--- config.mk ---
export PLATFORM = sky130hd
export DESIGN_NAME = axi_downsizer
export DESIGN_NICKNAME = d
export VERILOG_FILES = /design/src/common/ds_pkg.sv /design/src/common/ds_beat_if.sv /design/src/rtl/ds_ax_convert.sv /design/src/rtl/ds_ctrl.sv /design/src/rtl/ds_w_steer.sv /design/src/rtl/ds_r_gather.sv /design/src/rtl/axi_downsizer.sv
export VERILOG_INCLUDE_DIRS = /design/src /design/src/common
export SDC_FILE = /design/constraint.sdc
export NUM_CORES = 1
export LEC_CHECK = 0
export BUFFER_PORTS_ARGS = -buffer_cell sky130_fd_sc_hd__buf_2
export CAP_MARGIN = 25
export CORE_ASPECT_RATIO = 0.75
export CORE_MARGIN = 4
export CORE_UTILIZATION = 55
export DETAILED_ROUTE_END_ITERATION = 16
export PLACE_DENSITY_LB_ADDON = 0.12
export SETUP_SLACK_MARGIN = 0.1
export SYNTH_ARGS = -nofsm -noshare
export SYNTH_HDL_FRONTEND = slang
export SYNTH_SLANG_ARGS = --single-unit
--- constraint.sdc ---
create_clock -name clk_i -period 6.1 [get_ports clk_i]
set_input_delay 0.305 -clock clk_i [delete_from_list [all_inputs] [get_ports clk_i]]
set_output_delay 0.305 -clock clk_i [all_outputs]
set_load 0.005 [all_outputs]
--- src/common/ds_defs.svh ---
// Downsizer width macros

`ifndef DS_DEFS_SVH
`define DS_DEFS_SVH

// --------------------------------------------------
// Request fields
// --------------------------------------------------

`define DS_ADDR_W 32
`define DS_ID_W 4

// --------------------------------------------------
// Data beats
// --------------------------------------------------

// Slave side beat, 64-bit bus
`define DS_WIDE_BYTES 8
// Master side beat, 32-bit bus
`define DS_NARROW_BYTES 4

`endif

--- src/common/ds_pkg.sv ---
// Downsizer AXI types

`include "ds_defs.svh"

package ds_pkg;

  // Request fields
  typedef logic [`DS_ADDR_W-1:0] addr_t;
  typedef logic [`DS_ID_W-1:0]   id_t;
  typedef logic [7:0]            len_t;
  typedef logic [2:0]            size_t;

  typedef enum logic [1:0] {
    BURST_FIXED = 2'b00,
    BURST_INCR  = 2'b01,
    BURST_WRAP  = 2'b10
  } burst_e;

  typedef enum logic [1:0] {
    RESP_OKAY   = 2'b00,
    RESP_EXOKAY = 2'b01,
    RESP_SLVERR = 2'b10,
    RESP_DECERR = 2'b11
  } resp_e;

  // Data on both sides
  typedef logic [8*`DS_WIDE_BYTES-1:0]   wide_data_t;
  typedef logic [`DS_WIDE_BYTES-1:0]     wide_strb_t;
  typedef logic [8*`DS_NARROW_BYTES-1:0] narrow_data_t;
  typedef logic [`DS_NARROW_BYTES-1:0]   narrow_strb_t;

  // AW or AR request, 49 bits
  typedef struct packed {
    id_t    id;
    addr_t  addr;
    len_t   len;
    size_t  size;
    burst_e burst;
  } ax_req_t;

  // Clears the low address bits below a beat size
  function automatic addr_t align_addr(addr_t addr, size_t size);
    return addr & ~((addr_t'(1) << size) - addr_t'(1));
  endfunction

endpackage

--- src/common/ds_beat_if.sv ---
// Narrow beat progress link

interface ds_beat_if (
  input logic clk_i
);
  import ds_pkg::*;

  addr_t beat_addr;
  size_t orig_size;
  logic  data_ok;
  logic  word_end;
  logic  last;
  logic  advance;

  // Request converter side
  modport conv (
    output beat_addr,
    output orig_size,
    output data_ok,
    output word_end,
    output last,
    input  advance
  );

  // Data path side
  modport user (
    input  clk_i,
    input  beat_addr,
    input  orig_size,
    input  data_ok,
    input  word_end,
    input  last,
    output advance
  );

endinterface

--- src/rtl/ds_ax_convert.sv ---
// AXI request converter

`include "ds_defs.svh"

module ds_ax_convert (
  input  logic            clk_i,
  input  logic            rst_ni,
  input  logic            accept_i,
  input  ds_pkg::ax_req_t req_i,
  output ds_pkg::ax_req_t mst_req_o,
  output logic            mst_valid_o,
  input  logic            mst_ready_i,
  ds_beat_if.conv         beat
);
  import ds_pkg::*;

  localparam int unsigned narrow_shift = $clog2(`DS_NARROW_BYTES);
  // Wide lane bits above the narrow lanes
  localparam addr_t lane_mask = addr_t'(`DS_WIDE_BYTES - `DS_NARROW_BYTES);

  logic        downsize;
  logic [15:0] ratio;
  logic [15:0] adj;
  logic [15:0] full_len;
  ax_req_t     conv_req;

  ax_req_t req_q;
  size_t   orig_size_q;
  addr_t   addr_q;
  addr_t   next_addr;
  len_t    cnt_q;
  logic    valid_q;
  logic    data_ok_q;

  // --------------------------------------------------
  // Downsize rule
  // --------------------------------------------------

  always_comb begin
    downsize = (req_i.burst == BURST_INCR) && (req_i.size > size_t'(narrow_shift));
    ratio    = 16'((32'd1 << req_i.size) >> narrow_shift);
    adj      = 16'((req_i.addr & ((addr_t'(1) << req_i.size) - addr_t'(1)) & lane_mask)
                   >> narrow_shift);
    full_len = (16'(req_i.len) + 16'd1) * ratio - adj - 16'd1;
    conv_req = req_i;
    if (downsize) begin
      conv_req.len  = full_len[7:0];
      conv_req.size = size_t'(narrow_shift);
    end
  end

  // --------------------------------------------------
  // Request and beat state
  // --------------------------------------------------

  always_ff @(posedge clk_i or negedge rst_ni) begin
    if (!rst_ni) begin
      valid_q   <= 1'b0;
      data_ok_q <= 1'b0;
    end else if (accept_i) begin
      valid_q   <= 1'b1;
      data_ok_q <= 1'b0;
    end else if (valid_q && mst_ready_i) begin
      valid_q   <= 1'b0;
      data_ok_q <= 1'b1;
    end else if (beat.advance && beat.last) begin
      data_ok_q <= 1'b0;
    end
  end

  always_ff @(posedge clk_i) begin
    if (accept_i) begin
      req_q       <= conv_req;
      orig_size_q <= req_i.size;
      addr_q      <= req_i.addr;
      cnt_q       <= conv_req.len;
    end else if (beat.advance) begin
      cnt_q <= cnt_q - 8'd1;
      // Fixed bursts keep their address
      if (req_q.burst != BURST_FIXED) begin
        addr_q <= next_addr;
      end
    end
  end

  // Next narrow beat address
  assign next_addr = align_addr(addr_q, req_q.size) + (addr_t'(1) << req_q.size);

  assign mst_req_o      = req_q;
  assign mst_valid_o    = valid_q;
  assign beat.beat_addr = addr_q;
  assign beat.orig_size = orig_size_q;
  assign beat.data_ok   = data_ok_q;
  assign beat.last      = (cnt_q == '0);
  // A wide beat ends where the original beat alignment changes
  assign beat.word_end  = beat.last ||
                          (align_addr(next_addr, orig_size_q) != align_addr(addr_q, orig_size_q));

  // Longer bursts would need splitting
  assert property (@(posedge clk_i) disable iff (!rst_ni)
    accept_i && downsize |-> full_len <= 16'd255)
    else $error("downsized burst longer than 256 beats");

endmodule

--- src/rtl/ds_ctrl.sv ---
// Request state machines

module ds_ctrl (
  input  logic clk_i,
  input  logic rst_ni,
  input  logic slv_aw_valid_i,
  input  logic slv_ar_valid_i,
  output logic slv_aw_ready_o,
  output logic slv_ar_ready_o,
  output logic aw_accept_o,
  output logic ar_accept_o,
  input  logic mst_aw_hs_i,
  input  logic mst_ar_hs_i,
  input  logic w_done_i,
  input  logic r_done_i
);

  typedef enum logic [1:0] {
    ST_IDLE,
    ST_ISSUE,
    ST_DATA
  } state_e;

  // Bit 0 is the write side, bit 1 the read side
  logic [1:0] req_valid;
  logic [1:0] ready;
  logic [1:0] accept;
  logic [1:0] hs;
  logic [1:0] done;

  assign req_valid = {slv_ar_valid_i, slv_aw_valid_i};
  assign hs        = {mst_ar_hs_i, mst_aw_hs_i};
  assign done      = {r_done_i, w_done_i};

  assign {slv_ar_ready_o, slv_aw_ready_o} = ready;
  assign {ar_accept_o, aw_accept_o}       = accept;

  // --------------------------------------------------
  // One machine per direction
  // --------------------------------------------------

  for (genvar g = 0; g < 2; g++) begin : gen_dir
    state_e state_q;
    state_e state_d;

    assign ready[g]  = (state_q == ST_IDLE);
    assign accept[g] = ready[g] & req_valid[g];

    always_comb begin
      state_d = state_q;
      unique case (state_q)
        ST_IDLE:  if (accept[g]) state_d = ST_ISSUE;
        // Wait for the narrow side request handshake
        ST_ISSUE: if (hs[g]) state_d = ST_DATA;
        ST_DATA:  if (done[g]) state_d = ST_IDLE;
        default:  state_d = ST_IDLE;
      endcase
    end

    always_ff @(posedge clk_i or negedge rst_ni) begin
      if (!rst_ni) begin
        state_q <= ST_IDLE;
      end else begin
        state_q <= state_d;
      end
    end

    // Converter and data path must follow this machine
    assert property (@(posedge clk_i) disable iff (!rst_ni) hs[g] |-> state_q == ST_ISSUE)
      else $error("request handshake outside ISSUE");
    assert property (@(posedge clk_i) disable iff (!rst_ni) done[g] |-> state_q == ST_DATA)
      else $error("data done outside DATA");
  end

endmodule

--- src/rtl/ds_w_steer.sv ---
// Write data lane steering

`include "ds_defs.svh"

module ds_w_steer (
  input  ds_pkg::wide_data_t   slv_w_data_i,
  input  ds_pkg::wide_strb_t   slv_w_strb_i,
  input  logic                 slv_w_last_i,
  input  logic                 slv_w_valid_i,
  output logic                 slv_w_ready_o,
  output ds_pkg::narrow_data_t mst_w_data_o,
  output ds_pkg::narrow_strb_t mst_w_strb_o,
  output logic                 mst_w_last_o,
  output logic                 mst_w_valid_o,
  input  logic                 mst_w_ready_i,
  output logic                 w_done_o,
  ds_beat_if.user              beat
);
  import ds_pkg::*;

  localparam int unsigned narrow_shift = $clog2(`DS_NARROW_BYTES);
  localparam int unsigned wide_shift   = $clog2(`DS_WIDE_BYTES);

  logic [wide_shift-narrow_shift-1:0] word_idx;
  addr_t                              lane_addr;
  narrow_strb_t                       lane_mask;

  // Narrow word within the wide beat
  assign word_idx = beat.beat_addr[wide_shift-1:narrow_shift];

  // Keep only lanes inside the original beat
  always_comb begin
    lane_addr = beat.beat_addr;
    for (int unsigned n = 0; n < `DS_NARROW_BYTES; n++) begin
      lane_addr[narrow_shift-1:0] = narrow_shift'(n);
      lane_mask[n] = (align_addr(lane_addr, beat.orig_size) ==
                      align_addr(beat.beat_addr, beat.orig_size));
    end
  end

  assign mst_w_data_o = slv_w_data_i[8*`DS_NARROW_BYTES*word_idx +: 8*`DS_NARROW_BYTES];
  assign mst_w_strb_o = slv_w_strb_i[`DS_NARROW_BYTES*word_idx +: `DS_NARROW_BYTES] & lane_mask;

  // --------------------------------------------------
  // Handshakes
  // --------------------------------------------------

  assign mst_w_valid_o = beat.data_ok & slv_w_valid_i;
  assign mst_w_last_o  = beat.last;
  assign beat.advance  = mst_w_valid_o & mst_w_ready_i;
  // Wide beat taken with its final narrow beat
  assign slv_w_ready_o = beat.advance & beat.word_end;
  assign w_done_o      = beat.advance & beat.last;

  assert property (@(posedge beat.clk_i) slv_w_ready_o |-> slv_w_last_i == beat.last)
    else $error("wide W last does not match burst end");

endmodule

--- src/rtl/ds_r_gather.sv ---
// Read data gathering

`include "ds_defs.svh"

module ds_r_gather (
  input  logic                 clk_i,
  input  logic                 rst_ni,
  input  ds_pkg::id_t          mst_r_id_i,
  input  ds_pkg::narrow_data_t mst_r_data_i,
  input  ds_pkg::resp_e        mst_r_resp_i,
  input  logic                 mst_r_valid_i,
  output logic                 mst_r_ready_o,
  output ds_pkg::id_t          slv_r_id_o,
  output ds_pkg::wide_data_t   slv_r_data_o,
  output ds_pkg::resp_e        slv_r_resp_o,
  output logic                 slv_r_last_o,
  output logic                 slv_r_valid_o,
  input  logic                 slv_r_ready_i,
  output logic                 r_done_o,
  ds_beat_if.user              beat
);
  import ds_pkg::*;

  localparam int unsigned narrow_shift = $clog2(`DS_NARROW_BYTES);
  localparam int unsigned wide_shift   = $clog2(`DS_WIDE_BYTES);

  logic [wide_shift-narrow_shift-1:0] word_idx;

  logic       valid_q;
  logic       last_q;
  id_t        id_q;
  resp_e      resp_q;
  wide_data_t data_q;

  assign word_idx = beat.beat_addr[wide_shift-1:narrow_shift];

  // --------------------------------------------------
  // Narrow side
  // --------------------------------------------------

  // Stall while a wide beat waits, unless it leaves this cycle
  assign mst_r_ready_o = beat.data_ok & (~valid_q | slv_r_ready_i);
  assign beat.advance  = mst_r_valid_i & mst_r_ready_o;

  always_ff @(posedge clk_i or negedge rst_ni) begin
    if (!rst_ni) begin
      valid_q <= 1'b0;
    end else if (beat.advance) begin
      valid_q <= beat.word_end;
    end else if (slv_r_ready_i) begin
      valid_q <= 1'b0;
    end
  end

  // Assembled wide beat
  always_ff @(posedge clk_i) begin
    if (beat.advance) begin
      data_q[8*`DS_NARROW_BYTES*word_idx +: 8*`DS_NARROW_BYTES] <= mst_r_data_i;
      id_q   <= mst_r_id_i;
      resp_q <= mst_r_resp_i;
      last_q <= beat.last;
    end
  end

  // --------------------------------------------------
  // Wide side
  // --------------------------------------------------

  assign slv_r_valid_o = valid_q;
  assign slv_r_id_o    = id_q;
  assign slv_r_data_o  = data_q;
  assign slv_r_resp_o  = resp_q;
  assign slv_r_last_o  = last_q;
  assign r_done_o      = valid_q & slv_r_ready_i & last_q;

endmodule

--- src/rtl/axi_downsizer.sv ---
// AXI 64 to 32 bit downsizer

module axi_downsizer (
  input  logic                 clk_i,
  input  logic                 rst_ni,
  // Wide slave port
  input  ds_pkg::id_t          slv_aw_id_i,
  input  ds_pkg::addr_t        slv_aw_addr_i,
  input  ds_pkg::len_t         slv_aw_len_i,
  input  ds_pkg::size_t        slv_aw_size_i,
  input  ds_pkg::burst_e       slv_aw_burst_i,
  input  logic                 slv_aw_valid_i,
  output logic                 slv_aw_ready_o,
  input  ds_pkg::wide_data_t   slv_w_data_i,
  input  ds_pkg::wide_strb_t   slv_w_strb_i,
  input  logic                 slv_w_last_i,
  input  logic                 slv_w_valid_i,
  output logic                 slv_w_ready_o,
  output ds_pkg::id_t          slv_b_id_o,
  output ds_pkg::resp_e        slv_b_resp_o,
  output logic                 slv_b_valid_o,
  input  logic                 slv_b_ready_i,
  input  ds_pkg::id_t          slv_ar_id_i,
  input  ds_pkg::addr_t        slv_ar_addr_i,
  input  ds_pkg::len_t         slv_ar_len_i,
  input  ds_pkg::size_t        slv_ar_size_i,
  input  ds_pkg::burst_e       slv_ar_burst_i,
  input  logic                 slv_ar_valid_i,
  output logic                 slv_ar_ready_o,
  output ds_pkg::id_t          slv_r_id_o,
  output ds_pkg::wide_data_t   slv_r_data_o,
  output ds_pkg::resp_e        slv_r_resp_o,
  output logic                 slv_r_last_o,
  output logic                 slv_r_valid_o,
  input  logic                 slv_r_ready_i,
  // Narrow master port
  output ds_pkg::id_t          mst_aw_id_o,
  output ds_pkg::addr_t        mst_aw_addr_o,
  output ds_pkg::len_t         mst_aw_len_o,
  output ds_pkg::size_t        mst_aw_size_o,
  output ds_pkg::burst_e       mst_aw_burst_o,
  output logic                 mst_aw_valid_o,
  input  logic                 mst_aw_ready_i,
  output ds_pkg::narrow_data_t mst_w_data_o,
  output ds_pkg::narrow_strb_t mst_w_strb_o,
  output logic                 mst_w_last_o,
  output logic                 mst_w_valid_o,
  input  logic                 mst_w_ready_i,
  input  ds_pkg::id_t          mst_b_id_i,
  input  ds_pkg::resp_e        mst_b_resp_i,
  input  logic                 mst_b_valid_i,
  output logic                 mst_b_ready_o,
  output ds_pkg::id_t          mst_ar_id_o,
  output ds_pkg::addr_t        mst_ar_addr_o,
  output ds_pkg::len_t         mst_ar_len_o,
  output ds_pkg::size_t        mst_ar_size_o,
  output ds_pkg::burst_e       mst_ar_burst_o,
  output logic                 mst_ar_valid_o,
  input  logic                 mst_ar_ready_i,
  input  ds_pkg::id_t          mst_r_id_i,
  input  ds_pkg::narrow_data_t mst_r_data_i,
  input  ds_pkg::resp_e        mst_r_resp_i,
  input  logic                 mst_r_valid_i,
  output logic                 mst_r_ready_o
);
  import ds_pkg::*;

  ax_req_t aw_req;
  ax_req_t ar_req;
  ax_req_t aw_mst_req;
  ax_req_t ar_mst_req;
  logic    aw_accept;
  logic    ar_accept;
  logic    w_done;
  logic    r_done;

  ds_beat_if w_beat (.clk_i(clk_i));
  ds_beat_if r_beat (.clk_i(clk_i));

  // --------------------------------------------------
  // Request channels
  // --------------------------------------------------

  assign aw_req = '{id: slv_aw_id_i, addr: slv_aw_addr_i, len: slv_aw_len_i,
                    size: slv_aw_size_i, burst: slv_aw_burst_i};
  assign ar_req = '{id: slv_ar_id_i, addr: slv_ar_addr_i, len: slv_ar_len_i,
                    size: slv_ar_size_i, burst: slv_ar_burst_i};

  assign mst_aw_id_o    = aw_mst_req.id;
  assign mst_aw_addr_o  = aw_mst_req.addr;
  assign mst_aw_len_o   = aw_mst_req.len;
  assign mst_aw_size_o  = aw_mst_req.size;
  assign mst_aw_burst_o = aw_mst_req.burst;
  assign mst_ar_id_o    = ar_mst_req.id;
  assign mst_ar_addr_o  = ar_mst_req.addr;
  assign mst_ar_len_o   = ar_mst_req.len;
  assign mst_ar_size_o  = ar_mst_req.size;
  assign mst_ar_burst_o = ar_mst_req.burst;

  ds_ctrl u_ctrl (
    .clk_i,
    .rst_ni,
    .slv_aw_valid_i,
    .slv_ar_valid_i,
    .slv_aw_ready_o,
    .slv_ar_ready_o,
    .aw_accept_o    (aw_accept),
    .ar_accept_o    (ar_accept),
    .mst_aw_hs_i    (mst_aw_valid_o & mst_aw_ready_i),
    .mst_ar_hs_i    (mst_ar_valid_o & mst_ar_ready_i),
    .w_done_i       (w_done),
    .r_done_i       (r_done)
  );

  ds_ax_convert u_aw_conv (
    .clk_i,
    .rst_ni,
    .accept_i    (aw_accept),
    .req_i       (aw_req),
    .mst_req_o   (aw_mst_req),
    .mst_valid_o (mst_aw_valid_o),
    .mst_ready_i (mst_aw_ready_i),
    .beat        (w_beat.conv)
  );

  ds_ax_convert u_ar_conv (
    .clk_i,
    .rst_ni,
    .accept_i    (ar_accept),
    .req_i       (ar_req),
    .mst_req_o   (ar_mst_req),
    .mst_valid_o (mst_ar_valid_o),
    .mst_ready_i (mst_ar_ready_i),
    .beat        (r_beat.conv)
  );

  // --------------------------------------------------
  // Data channels
  // --------------------------------------------------

  ds_w_steer u_w_steer (
    .slv_w_data_i,
    .slv_w_strb_i,
    .slv_w_last_i,
    .slv_w_valid_i,
    .slv_w_ready_o,
    .mst_w_data_o,
    .mst_w_strb_o,
    .mst_w_last_o,
    .mst_w_valid_o,
    .mst_w_ready_i,
    .w_done_o      (w_done),
    .beat          (w_beat.user)
  );

  ds_r_gather u_r_gather (
    .clk_i,
    .rst_ni,
    .mst_r_id_i,
    .mst_r_data_i,
    .mst_r_resp_i,
    .mst_r_valid_i,
    .mst_r_ready_o,
    .slv_r_id_o,
    .slv_r_data_o,
    .slv_r_resp_o,
    .slv_r_last_o,
    .slv_r_valid_o,
    .slv_r_ready_i,
    .r_done_o      (r_done),
    .beat          (r_beat.user)
  );

  // B goes straight through
  assign slv_b_id_o    = mst_b_id_i;
  assign slv_b_resp_o  = mst_b_resp_i;
  assign slv_b_valid_o = mst_b_valid_i;
  assign mst_b_ready_o = slv_b_ready_i;

endmodule

==> qor.csv, run 1 <==
stage,metric,value,unit
status,status,finished clean,
route,detail-route-antenna-nets,0,
route,vias,12680,
setup_path,worstSetupStartpointType,input port,
pwr,vdd_drop_max,0.0002027,V
clock_tree,cts_sinks,264,
synthesis,avgSynthCellArea,11.08,um2
synthesis,synthFlopType,edfxtp_1,
sta,setup_viol,0,
synthesis,ys_seq_area_frac,0.5106,
route,drt-total-wl,44020,um
route,post_drt_via_cell_ratio,5.607,
setup_path,critPathRequiredTime,6.35,ns
setup_path,reg2regPathDepth,11,
hold_path,hp-class,input port to flop,
finish,drive_gt1_frac,0.2950,
synthesis,synth_area_leaders,"edfxtp_1 (50%), fa_1 (4.1%), ha_1 (3.9%)",
synthesis,ys_types,84,
global_routing,grt.overflow.total,0,
synthesis,synth_edf_count,255,
synthesis,synth_commonest_cells,"edfxtp_1 (255), nand2_1 (128), nor2_1 (100), inv_1 (82), o21ai_0 (82)",
sta,max_freq,0.2137,GHz
clock_tree,cts_buffers,28,
setup_path,cp_num_buf_inv,5,
setup_path,crit_cells,18,
finish,syn2layout_area_growth,27.07,%
die,start_util,0.5649,
die,ioPinCount,449,
setup_path,cp.arrival,4.93,ns
clock_tree,cts_root_buffer,clkbuf_16,
clock_tree,hold_buffers,84,
hold_path,holdPathStages,1,
clock_tree,cts_tree,done,
setup_path,worst-path-max-fanout,10,
clock_tree,cts.htree.levels,1,
sta,timing.setup.tns,0,ns
synthesis,synthCells,1393,
pwr,power_leakage,8.013,nW
setup_path,critPathSlowestCell,fa_1,
placed_design,io_buffers,431,
route,wire_per_inst,19.47,um
clock_tree,path_clk_slew,0.06,ns
sta,whs,0.04842,ns
synthesis,netlist_area,15440,um2
clock_tree,clock_latency,0.55,ns
pwr,p_total,6.763,mW
die,die_w,201.5,um
sta,finalCriticalPeriod,4.679,ns
route,drt_iter0_markers,1193,
sta,hold_viol,0,
synthesis,synth_seq_cells,264,
setup_path,setup.worst_path.class,input port to flop,
synthesis,yosysMostFrequentCell,edfxtp_1,
setup_path,cp-end-kind,flop,
synthesis,synth_top_area_cell,edfxtp_1,
finish,fillers,1978,
route,firstDrtPassIters,5,
global_routing,antenna_found_initial,5,
global_routing,grt_usage,0.2705,
synthesis,synth_warnings,0,
route,drc,0,
clock_tree,cts.repair.resized,0,
global_routing,grt_pass1_vias,11930,
finish,layout.cells.non_filler,2261,
die,fp.dieArea,30840,um2
synthesis,synth_nets,1700,
die,core_area,27330,um2
sta,fin_crit_sh,0.7670,
sta,clock_skew,0.01816,ns
sta,rsz0062_at_grt,no,
global_routing,grt_pass1_wl,67060,um
sta,max_slew.worst_pin.slew,0.9306,ns
die,dieHeight,153.1,um
placed_design,hpwl,31930,um
setup_path,max_stage_delay,0.57,ns
clock_tree,cts_buffer_depth,3,
setup_path,critPathTopFamily,adder cells,
die,std_cell_rows,52,
sta,slew_violations,0,
finish,nets,2187,
global_routing,grt_max_degree,74,
synthesis,yosysTopAreaCellShare,0.4960,
synthesis,async_flop_share,0.03409,
placed_design,dp_cells,2116,
run,cap_violations,0,
setup_path,crit_chain,"buf_2, ha_1, xor2_1, nand3_1, fa_1, inv_1, fa_1, inv_1, fa_1, inv_1, fa_1, ha_1, inv_1, o21bai_1, a21oi_1, xnor2_1, mux2i_1, a31oi_1",
clock_tree,postCtsSetupRepairBufs,0,
placed_design,globalplace.congestion,0.9336,
sta,slew_headroom,0.3782,
pwr,power.density,344.8,nW/um2
==> per-stage QoR <==
step           setup WS (ns)  cell area [um2]    util
2_1_floorplan          1.464            15440       -
3_3_place_gp           1.031            17800  0.6515
3_5_place_dp          0.9119            17800  0.6515
4_1_cts                1.468            19590  0.7169
5_1_grt                1.098            19600  0.7174
6_report               1.421            19620  0.7179
==> area by class of cell <==
class,count,area [um2],share of cell area
diodes,8,20.02,0.001021
clock buffers,33,739.5,0.03770
clock inverters,19,206.4,0.01052
inverters,84,317.8,0.01620
multi-input cells,976,6930,0.3533
flip-flops and latches,264,7883,0.4018
well taps,351,439.2,0.02239
repair buffers,526,3080,0.1570
==> metal layers <==
| layer | vias up | global-route usage | routed length, um |
|---|---|---|---|
| met2 | 539 | 0.4233 | 20170 |
| li1 | 5976 | - | - |
| met5 | - | 0 | 0 |
| met3 | 65 | 0.05698 | 3949 |
| met1 | 6097 | 0.3918 | 18950 |
| met4 | 0 | 0.06506 | 952 |
==> worst paths after layout <==
check                                             start                            to  slack (ns)
max                                     slv_ar_len_i[0]            u_ar_conv.cnt_q[7]        1.42
min                                    slv_ar_addr_i[2]       u_ar_conv.mst_req_o[15]        0.05
max reg2reg                      u_ar_conv.mst_req_o[4]  u_ar_conv.beat.beat_addr[25]        2.24
min reg2reg                u_ctrl.gen_dir[0].state_q[1]  u_ctrl.gen_dir[0].state_q[0]        0.50
max in group asynchronous                        rst_ni        u_aw_conv.beat.data_ok        5.60
min in group asynchronous                        rst_ni      u_r_gather.slv_r_valid_o        0.22
==> sequential cells by signal, summed over array words and instances, names as in the netlist, 4 cells and up <==
signal,cells
u_ar_conv.cnt_q,8
u_aw_conv.beat.beat_addr,32
u_ar_conv.mst_req_o,49
u_aw_conv.cnt_q,8
u_ar_conv.beat.beat_addr,32
u_ctrl.gen_dir.state_q,4
u_aw_conv.mst_req_o,49
u_r_gather.slv_r_data_o,64
u_r_gather.slv_r_id_o,4
==> logic make-up after synthesis <==
kind of cell / Yosys count / share of synthesized area
and+or+nand+nor: 508 / 0.1722
DFF: 264 / 0.5106
xor gates and xnor gates: 98 / 0.05738
buffers and inverters: 153 / 0.04142
muxes: 56 / 0.04012
adders and majority gates: 80 / 0.08040
AOI/OAI and AO/OA: 234 / 0.09791
==> report_power, final <==
group          switching, mW  internal [mW]
Clock                  0.748           1.00
Combinational           1.21          0.883
Sequential             0.316           2.60
Total                   2.28           4.49
==> cells in the final DEF (no fill, tap or decap), types with 28 or more instances in the layout <==
master         count
a21oi_1           39
dlygate4sd3_1     84
nand2_1          128
inv_1             81
ha_1              48
and2_1            55
fa_1              32
nor2_1            99
o21ai_0           80
edfxtp_1         255
xor2_1            42
buf_2            431
mux2_2            47
clkbuf_16         28
xnor2_1           54
nor2b_1           45
nand3_1           30
Power figures use the tool's default switching activity.
==> inputs of run 2 (changes only) <==
- CORE_UTILIZATION: 55 -> 53
- clock period: 6.1 -> 4.4 ns (I/O delays scaled with it)
==> qor.csv, run 2 (same netlist as run 1, synthesis figures left out) <==
stage,metric,value,unit
sta,slew_headroom,0.3675,
finish,fillers,2102,
route,post_drt_via_cell_ratio,5.552,
setup_path,r2r-start,u_aw_conv.mst_req_o[4],
sta,hold_viol,0,
setup_path,reg2reg_to,u_aw_conv.beat.beat_addr[30],
clock_tree,path_clk_slew,0.06,ns
setup_path,rrSetupSlack,0.90,ns
sta,max_freq,0.2443,GHz
sta,slew_violations,0,
route,drt_iter0_markers,975,
sta,fin_crit_sh,0.9303,
setup_path,worstSetupStartpointType,input port,
global_routing,grt_max_degree,72,
setup_path,critPathTopFamily,adder cells,
hold_path,whs_endpoint,u_r_gather.slv_r_data_o[38],
finish,nets,2267,
finish,layout_commonest_cell,buf_2,
hold_path,hp-class,input port to flop,
die,std_cell_rows,53,
finish,multi_input_area,6977,um2
finish,final_cell_mix,"buf_2 (431), edfxtp_1 (255), nand2_1 (128)",
setup_path,critPathRequiredTime,4.80,ns
route,wire_per_inst,19.35,um
die,fp.dieArea,31950,um2
hold_path,holdPathStages,2,
sta,finalCriticalPeriod,4.093,ns
sta,clock_skew,0.01364,ns
clock_tree,cts_root_buffer,clkbuf_16,
status,status,finished clean,
die,dieHeight,155.8,um
setup_path,worst-path-max-fanout,5,
die,ioPinCount,449,
clock_tree,cts_buffers,28,
run,cap_violations,0,
pwr,p_total,9.454,mW
finish,syn2layout_area_growth,31.93,%
finish,drive_gt1_frac,0.3052,
finish,largest_reg_flops,64,
placed_design,globalplace.congestion,0.9024,
clock_tree,cts.htree.levels,1,
setup_path,critPathSlowestCell,fa_1,
sta,rsz0062_at_grt,no,
pwr,vdd_drop_max,0.0003591,V
sta,max_slew.worst_pin.slew,0.9466,ns
sta,setup_viol,0,
die,start_util,0.5439,
setup_path,max_stage_delay,0.55,ns
placed_design,dp_cells,2194,
route,detail-route-antenna-nets,0,
setup_path,setup.worst_path.class,input port to flop,
hold_path,hp-start,mst_r_data_i[6],
setup_path,crit_chain,"buf_2, ha_1, xor2_2, nand3_1, fa_1, inv_1, fa_1, inv_1, fa_1, inv_1, fa_1, ha_1, inv_1, o21bai_1, a21oi_1, xnor2_1, mux2_2, nor2_1",
route,firstDrtPassIters,5,
pwr,power.density,464.2,nW/um2
setup_path,reg2regPathDepth,10,
pwr,power_leakage,8.363,nW
placed_design,hpwl,33400,um
global_routing,grt.overflow.total,0,
clock_tree,cts_sinks,264,
die,die_w,205.1,um
die,core_area,28380,um2
placed_design,io_buffers,431,
finish,seq_area,7883,um2
setup_path,cp-end-kind,flop,
setup_path,cp_num_buf_inv,5,
route,drt-total-wl,45770,um
clock_tree,cts_buffer_depth,3,
global_routing,grt_pass1_wl,69940,um
route,vias,13130,
finish,layout.cells.non_filler,2365,
clock_tree,cts_tree,done,
setup_path,cp.arrival,4.50,ns
global_routing,grt_pass1_vias,12670,
global_routing,grt_usage,0.2734,
global_routing,antenna_found_initial,1,
finish,fin_util,0.7176,
clock_tree,clock_latency,0.55,ns
route,drc,0,
run 2: changes by cell type in the layout (fill, tap and decap cells not counted), sizes merged:
cell	before	now
buf	442	487
clkinv	15	13
diode	8	1
dlygate4sd3	84	119
inv	83	81
clkinvlp	2	3
run 2: repair_timing:
| item | 4_1_cts | 5_1_grt |
|---|---|---|
| hold buffers | 119 | 0 |
| gates resized for setup | 0 | 0 |
| buffers inserted | 0 | 1 |
| setup endpoints to repair | 0 | 1 |
| endpoints found under the hold margin | 199 | 0 |
run 2: power by group:
| part | switching, mW | internal [mW] | leakage [nW] |
|---|---|---|---|
| logic | 1.75 | 1.34 | 5.45 |
| registers | 0.410 | 3.60 | 2.48 |
| clock network | 0.978 | 1.37 | 0.428 |
| total | 3.14 | 6.32 | 8.36 |
run 2: how the worst max path moves through the flow:
stage	start	to	slack, ns	cells after the start
2_1_floorplan	slv_ar_len_i[0]	u_ar_conv.cnt_q[7]	0.10	18
3_3_place_gp	slv_aw_len_i[0]	u_aw_conv.cnt_q[7]	-0.16	18
3_5_place_dp	slv_aw_len_i[0]	u_aw_conv.cnt_q[7]	-0.24	18
4_1_cts	slv_aw_len_i[0]	u_aw_conv.cnt_q[7]	0.34	18
5_1_grt	slv_aw_len_i[0]	u_aw_conv.cnt_q[6]	0.10	20
6_report	slv_aw_len_i[0]	u_aw_conv.cnt_q[7]	0.31	18
run 2: area by class of cell:
class	instances	area share
multi-input cells	976	0.3426
clock inverters	16	0.007925
diodes	1	0.0001229
flip-flops and latches	264	0.3870
inverters	84	0.01567
repair buffers	606	0.1866
well taps	385	0.02365
clock buffers	33	0.03637
run 2: metal layers:
layer  track usage  routed length [um]
met1        0.3977               19680
met2        0.4280               21100
met3       0.05362                3800
met4       0.06758                1197
met5             0                   0
run 2: metrics by stage:
| stage | setup TNS (ns) | hold WS [ns] | area [um2] | worst slack, ns |
|---|---|---|---|---|
| after CTS | 0 | 0.002997 | 20330 | 0.3402 |
| after floorplan | 0 | -0.07559 | 15500 | 0.1020 |
| after global placement | -0.4058 | 0.1098 | 18240 | -0.1626 |
| after global routing | 0 | 0.01271 | 20360 | 0.1032 |
| final | 0 | 0.03425 | 20370 | 0.3067 |
| after detailed placement | -0.8787 | 0.1155 | 18240 | -0.2383 |
run 2: worst register-to-register path, delay by kind of cell (launching register included):
| kind | cells | cell delay (ns) |
|---|---|---|
| compound gates | 5 | 1.20 |
| simple gates | 4 | 1.33 |
| fa+ha+maj | 1 | 0.40 |
| flops | 1 | 0.42 |
